## src/rtl/cpx_isa_pkg.sv

```systemverilog
`default_nettype none

package cpx_isa_pkg;

    typedef logic [31:0] instr_t;
    typedef logic [31:0] reg_data_t;
    typedef logic [4:0]  reg_addr_t;

    typedef logic [6:0] opcode_t;
    typedef logic [2:0] funct3_t;
    typedef logic [6:0] funct7_t;

    // r-type field layout of an instruction word
    typedef struct packed {
        funct7_t   funct7;
        reg_addr_t rs2;
        reg_addr_t rs1;
        funct3_t   funct3;
        reg_addr_t rd;
        opcode_t   opcode;
    } instr_fields_t;

    // custom-0 major opcode
    localparam opcode_t OPCODE_CPX = 7'b0001011;

    localparam funct3_t F3_ADD_SUB = 3'b000;
    localparam funct3_t F3_SLL     = 3'b001;
    localparam funct3_t F3_MINU    = 3'b010;
    localparam funct3_t F3_XOR     = 3'b100;
    localparam funct3_t F3_SRL     = 3'b101;
    localparam funct3_t F3_OR      = 3'b110;
    localparam funct3_t F3_AND     = 3'b111;

    // only bit 30 of the word selects the alternate op
    localparam funct7_t F7_BASE = 7'b0000000;
    localparam funct7_t F7_ALT  = 7'b0100000;

    typedef enum logic [3:0] {
        OP_ADD,
        OP_SUB,
        OP_AND,
        OP_OR,
        OP_XOR,
        OP_SLL,
        OP_SRL,
        OP_MINU,
        OP_ILLEGAL
    } cpx_op_e;

endpackage

`default_nettype wire

```

## src/rtl/cpx_bus_pkg.sv

```systemverilog
`default_nettype none

package cpx_bus_pkg;

    import cpx_isa_pkg::*;

    localparam int ID_W = 3;

    typedef logic [ID_W-1:0] id_t;

    // number of distinct transaction ids
    localparam int ID_COUNT = 1 << ID_W;

    typedef struct packed {
        id_t       id;
        instr_t    instr;
        reg_data_t rs1;
        reg_data_t rs2;
    } issue_req_t;

    typedef struct packed {
        logic accept;
    } issue_rsp_t;

    typedef struct packed {
        id_t  id;
        logic kill;
    } commit_t;

    typedef struct packed {
        id_t       id;
        reg_data_t data;
        reg_addr_t rd;
        logic      we;
        logic      err;
    } result_t;

    typedef struct packed {
        id_t    id;
        instr_t instr;
    } dec_req_t;

    typedef struct packed {
        id_t       id;
        cpx_op_e   op;
        reg_addr_t rd;
        logic      illegal;
    } dec_rsp_t;

    typedef struct packed {
        id_t       id;
        cpx_op_e   op;
        reg_addr_t rd;
        reg_data_t rs1;
        reg_data_t rs2;
    } exe_req_t;

    typedef struct packed {
        id_t       id;
        reg_addr_t rd;
        reg_data_t data;
        logic      we;
        logic      err;
    } exe_rsp_t;

endpackage

`default_nettype wire

```

## src/rtl/cpx_decoder.sv

```systemverilog
`timescale 1ns/1ps
`default_nettype none

module cpx_decoder
    import cpx_bus_pkg::*;
    import cpx_isa_pkg::*;
(
    input  wire logic     clk_i,
    input  wire logic     rst_i,

    input  wire dec_req_t dec_req_i,
    input  wire logic     dec_req_valid_i,
    output logic          dec_req_ready_o,

    output dec_rsp_t      dec_rsp_o,
    output logic          dec_rsp_valid_o,
    input  wire logic     dec_rsp_ready_i
);

    dec_rsp_t rsp_d;
    dec_rsp_t rsp_q;
    logic     full_q;

    always_comb begin
        instr_fields_t f;

        f = instr_fields_t'(dec_req_i.instr);
        rsp_d.id = dec_req_i.id;
        rsp_d.rd = f.rd;
        rsp_d.op = OP_ILLEGAL;

        if (f.funct7 == F7_BASE) begin
            case (f.funct3)
                F3_ADD_SUB: rsp_d.op = OP_ADD;
                F3_SLL:     rsp_d.op = OP_SLL;
                F3_MINU:    rsp_d.op = OP_MINU;
                F3_XOR:     rsp_d.op = OP_XOR;
                F3_SRL:     rsp_d.op = OP_SRL;
                F3_OR:      rsp_d.op = OP_OR;
                F3_AND:     rsp_d.op = OP_AND;
                default:    rsp_d.op = OP_ILLEGAL;
            endcase
        end else if (f.funct7 == F7_ALT && f.funct3 == F3_ADD_SUB) begin
            rsp_d.op = OP_SUB;
        end

        rsp_d.illegal = (rsp_d.op == OP_ILLEGAL);
    end

    // one item in flight, no new request while the response waits
    assign dec_req_ready_o = !full_q;
    assign dec_rsp_valid_o = full_q;
    assign dec_rsp_o       = rsp_q;

    always_ff @(posedge clk_i) begin
        if (rst_i) begin
            full_q <= 1'b0;
        end else if (dec_req_valid_i && dec_req_ready_o) begin
            full_q <= 1'b1;
        end else if (dec_rsp_valid_o && dec_rsp_ready_i) begin
            full_q <= 1'b0;
        end
    end

    always_ff @(posedge clk_i) begin
        if (dec_req_valid_i && dec_req_ready_o) begin
            rsp_q <= rsp_d;
        end
    end

endmodule

`default_nettype wire

```

## src/rtl/cpx_exec_unit.sv

```systemverilog
`timescale 1ns/1ps
`default_nettype none

module cpx_exec_unit
    import cpx_bus_pkg::*;
    import cpx_isa_pkg::*;
(
    input  wire logic     clk_i,
    input  wire logic     rst_i,

    input  wire exe_req_t exe_req_i,
    input  wire logic     exe_req_valid_i,
    output logic          exe_req_ready_o,

    output exe_rsp_t      exe_rsp_o,
    output logic          exe_rsp_valid_o,
    input  wire logic     exe_rsp_ready_i
);

    exe_rsp_t  rsp_d;
    exe_rsp_t  rsp_q;
    logic      full_q;
    reg_data_t a;
    reg_data_t b;
    logic [4:0] shamt;

    assign a     = exe_req_i.rs1;
    assign b     = exe_req_i.rs2;
    // shift amount from the low bits of rs2
    assign shamt = exe_req_i.rs2[4:0];

    always_comb begin
        rsp_d.id   = exe_req_i.id;
        rsp_d.rd   = exe_req_i.rd;
        rsp_d.data = '0;
        rsp_d.we   = (exe_req_i.rd != '0);
        rsp_d.err  = 1'b0;

        case (exe_req_i.op)
            OP_ADD:  rsp_d.data = a + b;
            OP_SUB:  rsp_d.data = a - b;
            OP_AND:  rsp_d.data = a & b;
            OP_OR:   rsp_d.data = a | b;
            OP_XOR:  rsp_d.data = a ^ b;
            OP_SLL:  rsp_d.data = a << shamt;
            OP_SRL:  rsp_d.data = a >> shamt;
            OP_MINU: rsp_d.data = (a < b) ? a : b;
            default: begin
                // illegal op, nothing written back
                rsp_d.data = '0;
                rsp_d.we   = 1'b0;
                rsp_d.err  = 1'b1;
            end
        endcase
    end

    assign exe_req_ready_o = !full_q;
    assign exe_rsp_valid_o = full_q;
    assign exe_rsp_o       = rsp_q;

    always_ff @(posedge clk_i) begin
        if (rst_i) begin
            full_q <= 1'b0;
        end else if (exe_req_valid_i && exe_req_ready_o) begin
            full_q <= 1'b1;
        end else if (exe_rsp_valid_o && exe_rsp_ready_i) begin
            full_q <= 1'b0;
        end
    end

    always_ff @(posedge clk_i) begin
        if (exe_req_valid_i && exe_req_ready_o) begin
            rsp_q <= rsp_d;
        end
    end

endmodule

`default_nettype wire

```

## src/rtl/cpx_bridge.sv

```systemverilog
`timescale 1ns/1ps
`default_nettype none

module cpx_bridge
    import cpx_bus_pkg::*;
    import cpx_isa_pkg::*;
#(
    parameter int SB_DEPTH = ID_COUNT
) (
    input  wire logic       clk_i,
    input  wire logic       rst_i,

    input  wire logic       issue_valid_i,
    input  wire issue_req_t issue_req_i,
    output logic            issue_ready_o,
    output issue_rsp_t      issue_rsp_o,

    input  wire logic       commit_valid_i,
    input  wire commit_t    commit_i,

    output logic            result_valid_o,
    output result_t         result_o,
    input  wire logic       result_ready_i,

    output dec_req_t        dec_req_o,
    output logic            dec_req_valid_o,
    input  wire logic       dec_req_ready_i,
    input  wire dec_rsp_t   dec_rsp_i,
    input  wire logic       dec_rsp_valid_i,
    output logic            dec_rsp_ready_o,

    output exe_req_t        exe_req_o,
    output logic            exe_req_valid_o,
    input  wire logic       exe_req_ready_i,
    input  wire exe_rsp_t   exe_rsp_i,
    input  wire logic       exe_rsp_valid_i,
    output logic            exe_rsp_ready_o
);

    typedef struct packed {
        instr_t    instr;
        reg_data_t rs1;
        reg_data_t rs2;
        cpx_op_e   op;
        logic      illegal;
        reg_addr_t rd;
        reg_data_t data;
        logic      we;
        logic      err;
        logic      issue_done;
        logic      commit_done;
        logic      dec_req_done;
        logic      dec_rsp_done;
        logic      exe_req_done;
        logic      exe_rsp_done;
        logic      result_done;
    } sb_entry_t;

    sb_entry_t [SB_DEPTH-1:0] sb_d;
    sb_entry_t [SB_DEPTH-1:0] sb_q;

    // result offered but not taken, keep it until it transfers
    logic lock_d;
    logic lock_q;
    id_t  lock_id_d;
    id_t  lock_id_q;

    function automatic logic in_range(input id_t id);
        return int'(id) < SB_DEPTH;
    endfunction

    // lowest set bit wins
    function automatic logic pick_lowest(input logic [SB_DEPTH-1:0] mask, output id_t sel);
        logic found;
        found = 1'b0;
        sel   = '0;
        for (int i = SB_DEPTH - 1; i >= 0; i--) begin
            if (mask[i]) begin
                found = 1'b1;
                sel   = id_t'(i);
            end
        end
        return found;
    endfunction

    always_comb begin
        id_t                 id;
        logic [SB_DEPTH-1:0] mask;
        logic                found;
        logic                accept;
        instr_fields_t       fields;

        issue_ready_o   = 1'b0;
        issue_rsp_o     = '0;
        result_valid_o  = 1'b0;
        result_o        = '0;
        dec_req_o       = '0;
        dec_req_valid_o = 1'b0;
        dec_rsp_ready_o = 1'b0;
        exe_req_o       = '0;
        exe_req_valid_o = 1'b0;
        exe_rsp_ready_o = 1'b0;
        lock_d          = 1'b0;
        lock_id_d       = lock_id_q;
        sb_d            = sb_q;

        // issue, refused instructions leave the entry free
        id     = issue_req_i.id;
        fields = instr_fields_t'(issue_req_i.instr);
        accept = (fields.opcode == OPCODE_CPX);
        if (issue_valid_i && in_range(id)) begin
            issue_ready_o = !sb_d[id].issue_done;
        end
        if (issue_valid_i && issue_ready_o) begin
            issue_rsp_o.accept = accept;
            if (accept) begin
                sb_d[id].instr      = issue_req_i.instr;
                sb_d[id].rs1        = issue_req_i.rs1;
                sb_d[id].rs2        = issue_req_i.rs2;
                sb_d[id].issue_done = 1'b1;
            end
        end

        // commit
        id = commit_i.id;
        if (commit_valid_i && in_range(id) && sb_d[id].issue_done) begin
            if (commit_i.kill) begin
                sb_d[id] = '0;
            end else begin
                sb_d[id].commit_done = 1'b1;
            end
        end

        // decode request
        for (int i = 0; i < SB_DEPTH; i++) begin
            mask[i] = sb_d[i].commit_done && !sb_d[i].dec_req_done;
        end
        found = pick_lowest(mask, id);
        if (found) begin
            dec_req_o.id    = id;
            dec_req_o.instr = sb_d[id].instr;
            dec_req_valid_o = 1'b1;
            if (dec_req_ready_i) begin
                sb_d[id].dec_req_done = 1'b1;
            end
        end

        // decode response
        id = dec_rsp_i.id;
        if (dec_rsp_valid_i && in_range(id)) begin
            dec_rsp_ready_o = !sb_d[id].dec_rsp_done;
        end
        if (dec_rsp_valid_i && dec_rsp_ready_o) begin
            sb_d[id].op           = dec_rsp_i.op;
            sb_d[id].rd           = dec_rsp_i.rd;
            sb_d[id].illegal      = dec_rsp_i.illegal;
            sb_d[id].dec_rsp_done = 1'b1;
        end

        // execute request
        for (int i = 0; i < SB_DEPTH; i++) begin
            mask[i] = sb_d[i].dec_rsp_done && !sb_d[i].exe_req_done;
        end
        found = pick_lowest(mask, id);
        if (found) begin
            exe_req_o.id    = id;
            exe_req_o.op    = sb_d[id].illegal ? OP_ILLEGAL : sb_d[id].op;
            exe_req_o.rd    = sb_d[id].rd;
            exe_req_o.rs1   = sb_d[id].rs1;
            exe_req_o.rs2   = sb_d[id].rs2;
            exe_req_valid_o = 1'b1;
            if (exe_req_ready_i) begin
                sb_d[id].exe_req_done = 1'b1;
            end
        end

        // execute response
        id = exe_rsp_i.id;
        if (exe_rsp_valid_i && in_range(id)) begin
            exe_rsp_ready_o = !sb_d[id].exe_rsp_done;
        end
        if (exe_rsp_valid_i && exe_rsp_ready_o) begin
            sb_d[id].rd           = exe_rsp_i.rd;
            sb_d[id].data         = exe_rsp_i.data;
            sb_d[id].we           = exe_rsp_i.we;
            sb_d[id].err          = exe_rsp_i.err;
            sb_d[id].exe_rsp_done = 1'b1;
        end

        // result, a locked id has priority over a lower newcomer
        for (int i = 0; i < SB_DEPTH; i++) begin
            mask[i] = sb_d[i].exe_rsp_done && !sb_d[i].result_done;
        end
        if (lock_q) begin
            found = 1'b1;
            id    = lock_id_q;
        end else begin
            found = pick_lowest(mask, id);
        end
        if (found) begin
            result_o.id    = id;
            result_o.data  = sb_d[id].data;
            result_o.rd    = sb_d[id].rd;
            result_o.we    = sb_d[id].we;
            result_o.err   = sb_d[id].err;
            result_valid_o = 1'b1;
            if (result_ready_i) begin
                sb_d[id].result_done = 1'b1;
            end else begin
                lock_d    = 1'b1;
                lock_id_d = id;
            end
        end

        // retire, entry is free from the next cycle on
        for (int i = 0; i < SB_DEPTH; i++) begin
            if (sb_d[i].issue_done && sb_d[i].commit_done &&
                sb_d[i].dec_req_done && sb_d[i].dec_rsp_done &&
                sb_d[i].exe_req_done && sb_d[i].exe_rsp_done &&
                sb_d[i].result_done) begin
                sb_d[i] = '0;
            end
        end
    end

    always_ff @(posedge clk_i) begin
        if (rst_i) begin
            sb_q      <= '0;
            lock_q    <= 1'b0;
            lock_id_q <= '0;
        end else begin
            sb_q      <= sb_d;
            lock_q    <= lock_d;
            lock_id_q <= lock_id_d;
        end
    end

endmodule

`default_nettype wire

```

## src/rtl/cpx_top.sv

```systemverilog
`timescale 1ns/1ps
`default_nettype none

module cpx_top
    import cpx_bus_pkg::*;
#(
    parameter int SB_DEPTH = ID_COUNT
) (
    input  wire logic       clk_i,
    input  wire logic       rst_i,

    input  wire logic       issue_valid_i,
    input  wire issue_req_t issue_req_i,
    output logic            issue_ready_o,
    output issue_rsp_t      issue_rsp_o,

    input  wire logic       commit_valid_i,
    input  wire commit_t    commit_i,

    output logic            result_valid_o,
    output result_t         result_o,
    input  wire logic       result_ready_i
);

    // bridge to decoder
    dec_req_t dec_req;
    logic     dec_req_valid;
    logic     dec_req_ready;
    dec_rsp_t dec_rsp;
    logic     dec_rsp_valid;
    logic     dec_rsp_ready;

    // bridge to execution unit
    exe_req_t exe_req;
    logic     exe_req_valid;
    logic     exe_req_ready;
    exe_rsp_t exe_rsp;
    logic     exe_rsp_valid;
    logic     exe_rsp_ready;

    cpx_bridge #(
        .SB_DEPTH(SB_DEPTH)
    ) bridge_i (
        .clk_i           (clk_i),
        .rst_i           (rst_i),
        .issue_valid_i   (issue_valid_i),
        .issue_req_i     (issue_req_i),
        .issue_ready_o   (issue_ready_o),
        .issue_rsp_o     (issue_rsp_o),
        .commit_valid_i  (commit_valid_i),
        .commit_i        (commit_i),
        .result_valid_o  (result_valid_o),
        .result_o        (result_o),
        .result_ready_i  (result_ready_i),
        .dec_req_o       (dec_req),
        .dec_req_valid_o (dec_req_valid),
        .dec_req_ready_i (dec_req_ready),
        .dec_rsp_i       (dec_rsp),
        .dec_rsp_valid_i (dec_rsp_valid),
        .dec_rsp_ready_o (dec_rsp_ready),
        .exe_req_o       (exe_req),
        .exe_req_valid_o (exe_req_valid),
        .exe_req_ready_i (exe_req_ready),
        .exe_rsp_i       (exe_rsp),
        .exe_rsp_valid_i (exe_rsp_valid),
        .exe_rsp_ready_o (exe_rsp_ready)
    );

    cpx_decoder decoder_i (
        .clk_i           (clk_i),
        .rst_i           (rst_i),
        .dec_req_i       (dec_req),
        .dec_req_valid_i (dec_req_valid),
        .dec_req_ready_o (dec_req_ready),
        .dec_rsp_o       (dec_rsp),
        .dec_rsp_valid_o (dec_rsp_valid),
        .dec_rsp_ready_i (dec_rsp_ready)
    );

    cpx_exec_unit exec_unit_i (
        .clk_i           (clk_i),
        .rst_i           (rst_i),
        .exe_req_i       (exe_req),
        .exe_req_valid_i (exe_req_valid),
        .exe_req_ready_o (exe_req_ready),
        .exe_rsp_o       (exe_rsp),
        .exe_rsp_valid_o (exe_rsp_valid),
        .exe_rsp_ready_i (exe_rsp_ready)
    );

endmodule

`default_nettype wire

```

## config.mk

```make
export PLATFORM = sky130hd
export DESIGN_NAME = cpx_top
export DESIGN_NICKNAME = d
export VERILOG_FILES = /design/src/rtl/cpx_isa_pkg.sv /design/src/rtl/cpx_bus_pkg.sv /design/src/rtl/cpx_decoder.sv /design/src/rtl/cpx_exec_unit.sv /design/src/rtl/cpx_bridge.sv /design/src/rtl/cpx_top.sv
export SDC_FILE = /design/constraint.sdc
export NUM_CORES = 2
export LEC_CHECK = 0
export BUFFER_PORTS_ARGS = -buffer_cell sky130_fd_sc_hd__buf_4
export CAP_MARGIN = 20
export CELL_PAD_IN_SITES_DETAIL_PLACEMENT = 1
export CELL_PAD_IN_SITES_GLOBAL_PLACEMENT = 2
export CORE_ASPECT_RATIO = 0.75
export CORE_MARGIN = 8
export CORE_UTILIZATION = 37
export DETAILED_ROUTE_END_ITERATION = 8
export PLACE_DENSITY_LB_ADDON = 0.1
export SYNTH_ARGS = -nofsm -noshare
export SYNTH_HDL_FRONTEND = slang
export SYNTH_SLANG_ARGS = --single-unit
export TNS_END_PERCENT = 1
```

## constraint.sdc

```tcl
create_clock -name clk_i -period 13.2 [get_ports clk_i]
set_input_delay 0.66 -clock clk_i [delete_from_list [all_inputs] [get_ports clk_i]]
set_output_delay 0.66 -clock clk_i [all_outputs]
set_load 0.02 [all_outputs]
```

==> metrics.csv <==
stage,metric,value,unit
detailed_routing,wire_per_inst,31.5,um
power_and_ir_drop,p_comb_frac,0.649,
yosys,yosys.area_share.adder,0.0204,
setup_path,path_max_fanout,52,
clocking,post_cts_buffers,0,
power_and_ir_drop,p_seq_frac,0.188,
floorplanning,rows,129,
sta,fin_ws,0.947,ns
sta,setup_viol_count_final,0,
clocking,h-tree-depth,3,
clocking,cts_tree,done,
yosys,synth_async_sr_flop_share,0,
detailed_routing,drcViolationCount,0,
floorplanning,die_area,0.180,sq mm
detailed_routing,viasPerCell,6.34,
placement,hpwl,218000,um
yosys,synth-compound-area-share,0.206,
grt,antenna_found_initial,26,
worst_hold_path,hold_class,in2reg,
sta,fin_crit_sh,0.928,
yosys,syn-num-nets,8663,
yosys,seq_area_frac_synth,0.367,
yosys,synthCells,8456,
cells_and_area,regArea,0.0226,sq mm
setup_path,end_kind,flop,
power_and_ir_drop,p_per_area,319,mW/mm^2
sta,whs,0.236,ns
clocking,clock_latency,0.80,ns
clocking,clk_pin_slew,0.07,ns
clocking,clockBufferDepth,3,
detailed_routing,vias,66600,
grt,grt_most_used_layer,met1,
cells_and_area,drive_above_1_share,0.0994,
yosys,synth_top_family_by_area,simple AND/OR/NAND/NOR gates,
grt,use_met3,0.0622,
sta,rsz0062_at_grt,no,
setup_path,cpPeakStageDelay,0.95,ns
grt,grt_pass1_wl,473000,um
clocking,clockRootBuffer,clkbuf_16,
grt,grt_usage,0.350,
cells_and_area,n_fill_cell,20200,
sta,fin_crit,12.25,ns
detailed_routing,wl,331000,um
detailed_routing,first_iter_violations,7566,
detailed_routing,antenna_left,0,
yosys,synthesis.area,0.0616,sq mm
clocking,cts_resized,0,
setup_path,required,13.64,ns
sta,relSlewSlack,0.169,
grt,grt_max_degree,97,
cells_and_area,fin_cells,10500,
job,cap_violations,0,
floorplanning,die_w,487,um
power_and_ir_drop,cellLeakagePower,27.9,nW
grt,grt_pass1_vias,64300,
placement,gp_congestion,0.967,
floorplanning,die_h,369,um
setup_path,crit_arrival,12.69,ns
power_and_ir_drop,ir_worst_vdd,0.280,mV
yosys,synth-simple-area-share,0.294,
power_and_ir_drop,clockPowerShare,0.163,
clocking,cts_hold_buf,0,
placement,place_inst,10300,
yosys,yosysUniqueCellTypes,100,
grt,use_met1,0.529,
floorplanning,core-area,0.165,sq mm
setup_path,crit_type,reg2reg,
yosys,yosys_warnings,0,
power_and_ir_drop,internal_power,10.1,mW
grt,gr-total-overflow,0,
sta,worstMarginPinSlew,1.24,ns
power_and_ir_drop,switching_share,0.542,
clocking,cts_buffers,119,
status,status,"finished, final reports clean",
sta,setup_tns,0,ns
placement,place.port_buffers,142,
floorplanning,io_pins,153,
yosys,synth_ff_type,dfxtp_1,
yosys,synth_edf_count,55,
setup_path,start_kind,flop,
cells_and_area,fin_nets,8376,
setup_path,crit_slowest_cell,or4_1,
yosys,synthMuxAreaShare,0.0495,
grt,use_met2,0.498,
detailed_routing,firstDrtPassIters,6,
yosys,synth-xor-area-share,0.00341,
floorplanning,start_util,0.373,
yosys,postSynthAreaPerCell,7.29,sq um
sta,hold_violations,0,
cells_and_area,multi_input_area,0.0360,sq mm
placement,place_ws,0.868,ns
cells_and_area,area_delta_synth_final,12.8,%
sta,final_max_slew_viol_count,0,
clocking,clock_sinks,1101,
sta,clock-skew-final,0.0703,ns
sta,fmax,81.6,MHz
yosys,synth-seq-cells,1101,
power_and_ir_drop,p_sw,12.0,mW
-- routing by layer --
| layer | up-vias | part of all wire |
|---|---|---|
| met5 | - | 0 |
| met4 | 0 | 0.035 |
| met3 | 573 | 0.093 |
| met2 | 3266 | 0.40 |
| met1 | 33900 | 0.47 |
| li1 | 28900 | - |
-- worst max-delay path: cells and delay by family, from the launching register on --
kind	cells	cell delay, ns
AOI/OAI and AO/OA	23	7.69
xor gates and xnor gates	1	0.16
adders and majority gates	1	0.23
buffers and inverters	4	1.03
DFF	1	0.36
muxes	1	0.25
and+or+nand+nor	6	2.11
-- synth_stat cells (109+ instances only) --
| library cell | number | share of area |
|---|---|---|
| nand2_1 | 1720 | 0.10 |
| nand3_1 | 265 | 0.022 |
| mux2i_1 | 244 | 0.040 |
| nor2_1 | 797 | 0.049 |
| dfxtp_1 | 1046 | 0.34 |
| nor2b_1 | 323 | 0.033 |
| clkbuf_1 | 637 | 0.039 |
| o21ai_0 | 228 | 0.019 |
| a211oi_1 | 157 | 0.019 |
| and3_1 | 319 | 0.032 |
| buf_1 | 132 | 0.0080 |
| a31oi_1 | 109 | 0.011 |
| a21oi_1 | 837 | 0.068 |
| nor3_1 | 290 | 0.024 |
| o22ai_1 | 114 | 0.012 |
-- cells in the final DEF (no fill, tap or decap), drive strengths merged, types with 65 or more instances in the layout --
cell    synthesis  routed
nand2        1720    1720
dfxtp        1046    1046
a21oi         838     838
nor2          799     799
buf           199     427
nor2b         323     323
and3          319     319
nor3          293     293
nand3         265     265
mux2i         244     244
o21ai         234     234
clkbuf        638     186
a211oi        157     157
o22ai         114     114
inv           108     113
a31oi         109     109
ha             97      97
o221ai         91      91
and2           65      65
-- registers in the layout (all words and copies together), names as in the netlist --
name                         cells
exec_unit_i.exe_rsp_valid_o      1
decoder_i.dec_rsp_valid_o        1
exec_unit_i.exe_rsp_o           42
bridge_i.lock_q                  1
bridge_i.lock_id_q               3
decoder_i.dec_rsp_o             13
bridge_i.sb_q                 1040
-- power groups by stage --
stage / clock network [mW] / logic [mW] / registers, mW
after floorplan: 0 / 8.28 / 3.91
after global placement: 0 / 13.7 / 4.21
after detailed placement: 0 / 13.8 / 4.22
after CTS: 3.66 / 13.9 / 4.15
after global routing: 3.79 / 15.0 / 4.18
final: 3.62 / 14.4 / 4.16
-- area by class of cell --
| type | instances | area share |
|---|---|---|
| inverters | 110 | 0.00598 |
| clock buffers | 184 | 0.0517 |
| clock inverters | 37 | 0.00755 |
| multi-input cells | 6408 | 0.518 |
| repair buffers | 429 | 0.0507 |
| flip-flops and latches | 1101 | 0.325 |
| diodes | 13 | 0.000468 |
| well taps | 2227 | 0.0401 |
-- cells by family after synthesis --
group,after synthesis
simple gates,3986
compound gates,2012
flops,1101
buf+inv,947
mux,287
fa+ha+maj,99
xor+xnor,24
-- metrics by stage --
step            util  cell area (sq um)  power [mW]
2_1_floorplan      -              61600        12.2
3_3_place_gp   0.395              65300        17.9
3_5_place_dp   0.396              65300        18.0
4_1_cts        0.420              69400        21.7
5_1_grt        0.421              69500        23.0
6_report       0.421              69500        22.1
-- final timing paths --
path | startpoint | endpoint | slack (ns) | cells after the start
worst min-delay path | issue_req_i[92] | bridge_i.sb_q[1025] | 0.24 | 3
worst max register to register | bridge_i.sb_q[594] | exec_unit_i.exe_rsp_o[29] | 0.95 | 36
worst min register to register | bridge_i.sb_q[453] | bridge_i.sb_q[453] | 0.47 | 2
worst max-delay path | bridge_i.sb_q[594] | exec_unit_i.exe_rsp_o[29] | 0.95 | 36
No activity file was read; power rests on OpenSTA's default activity.
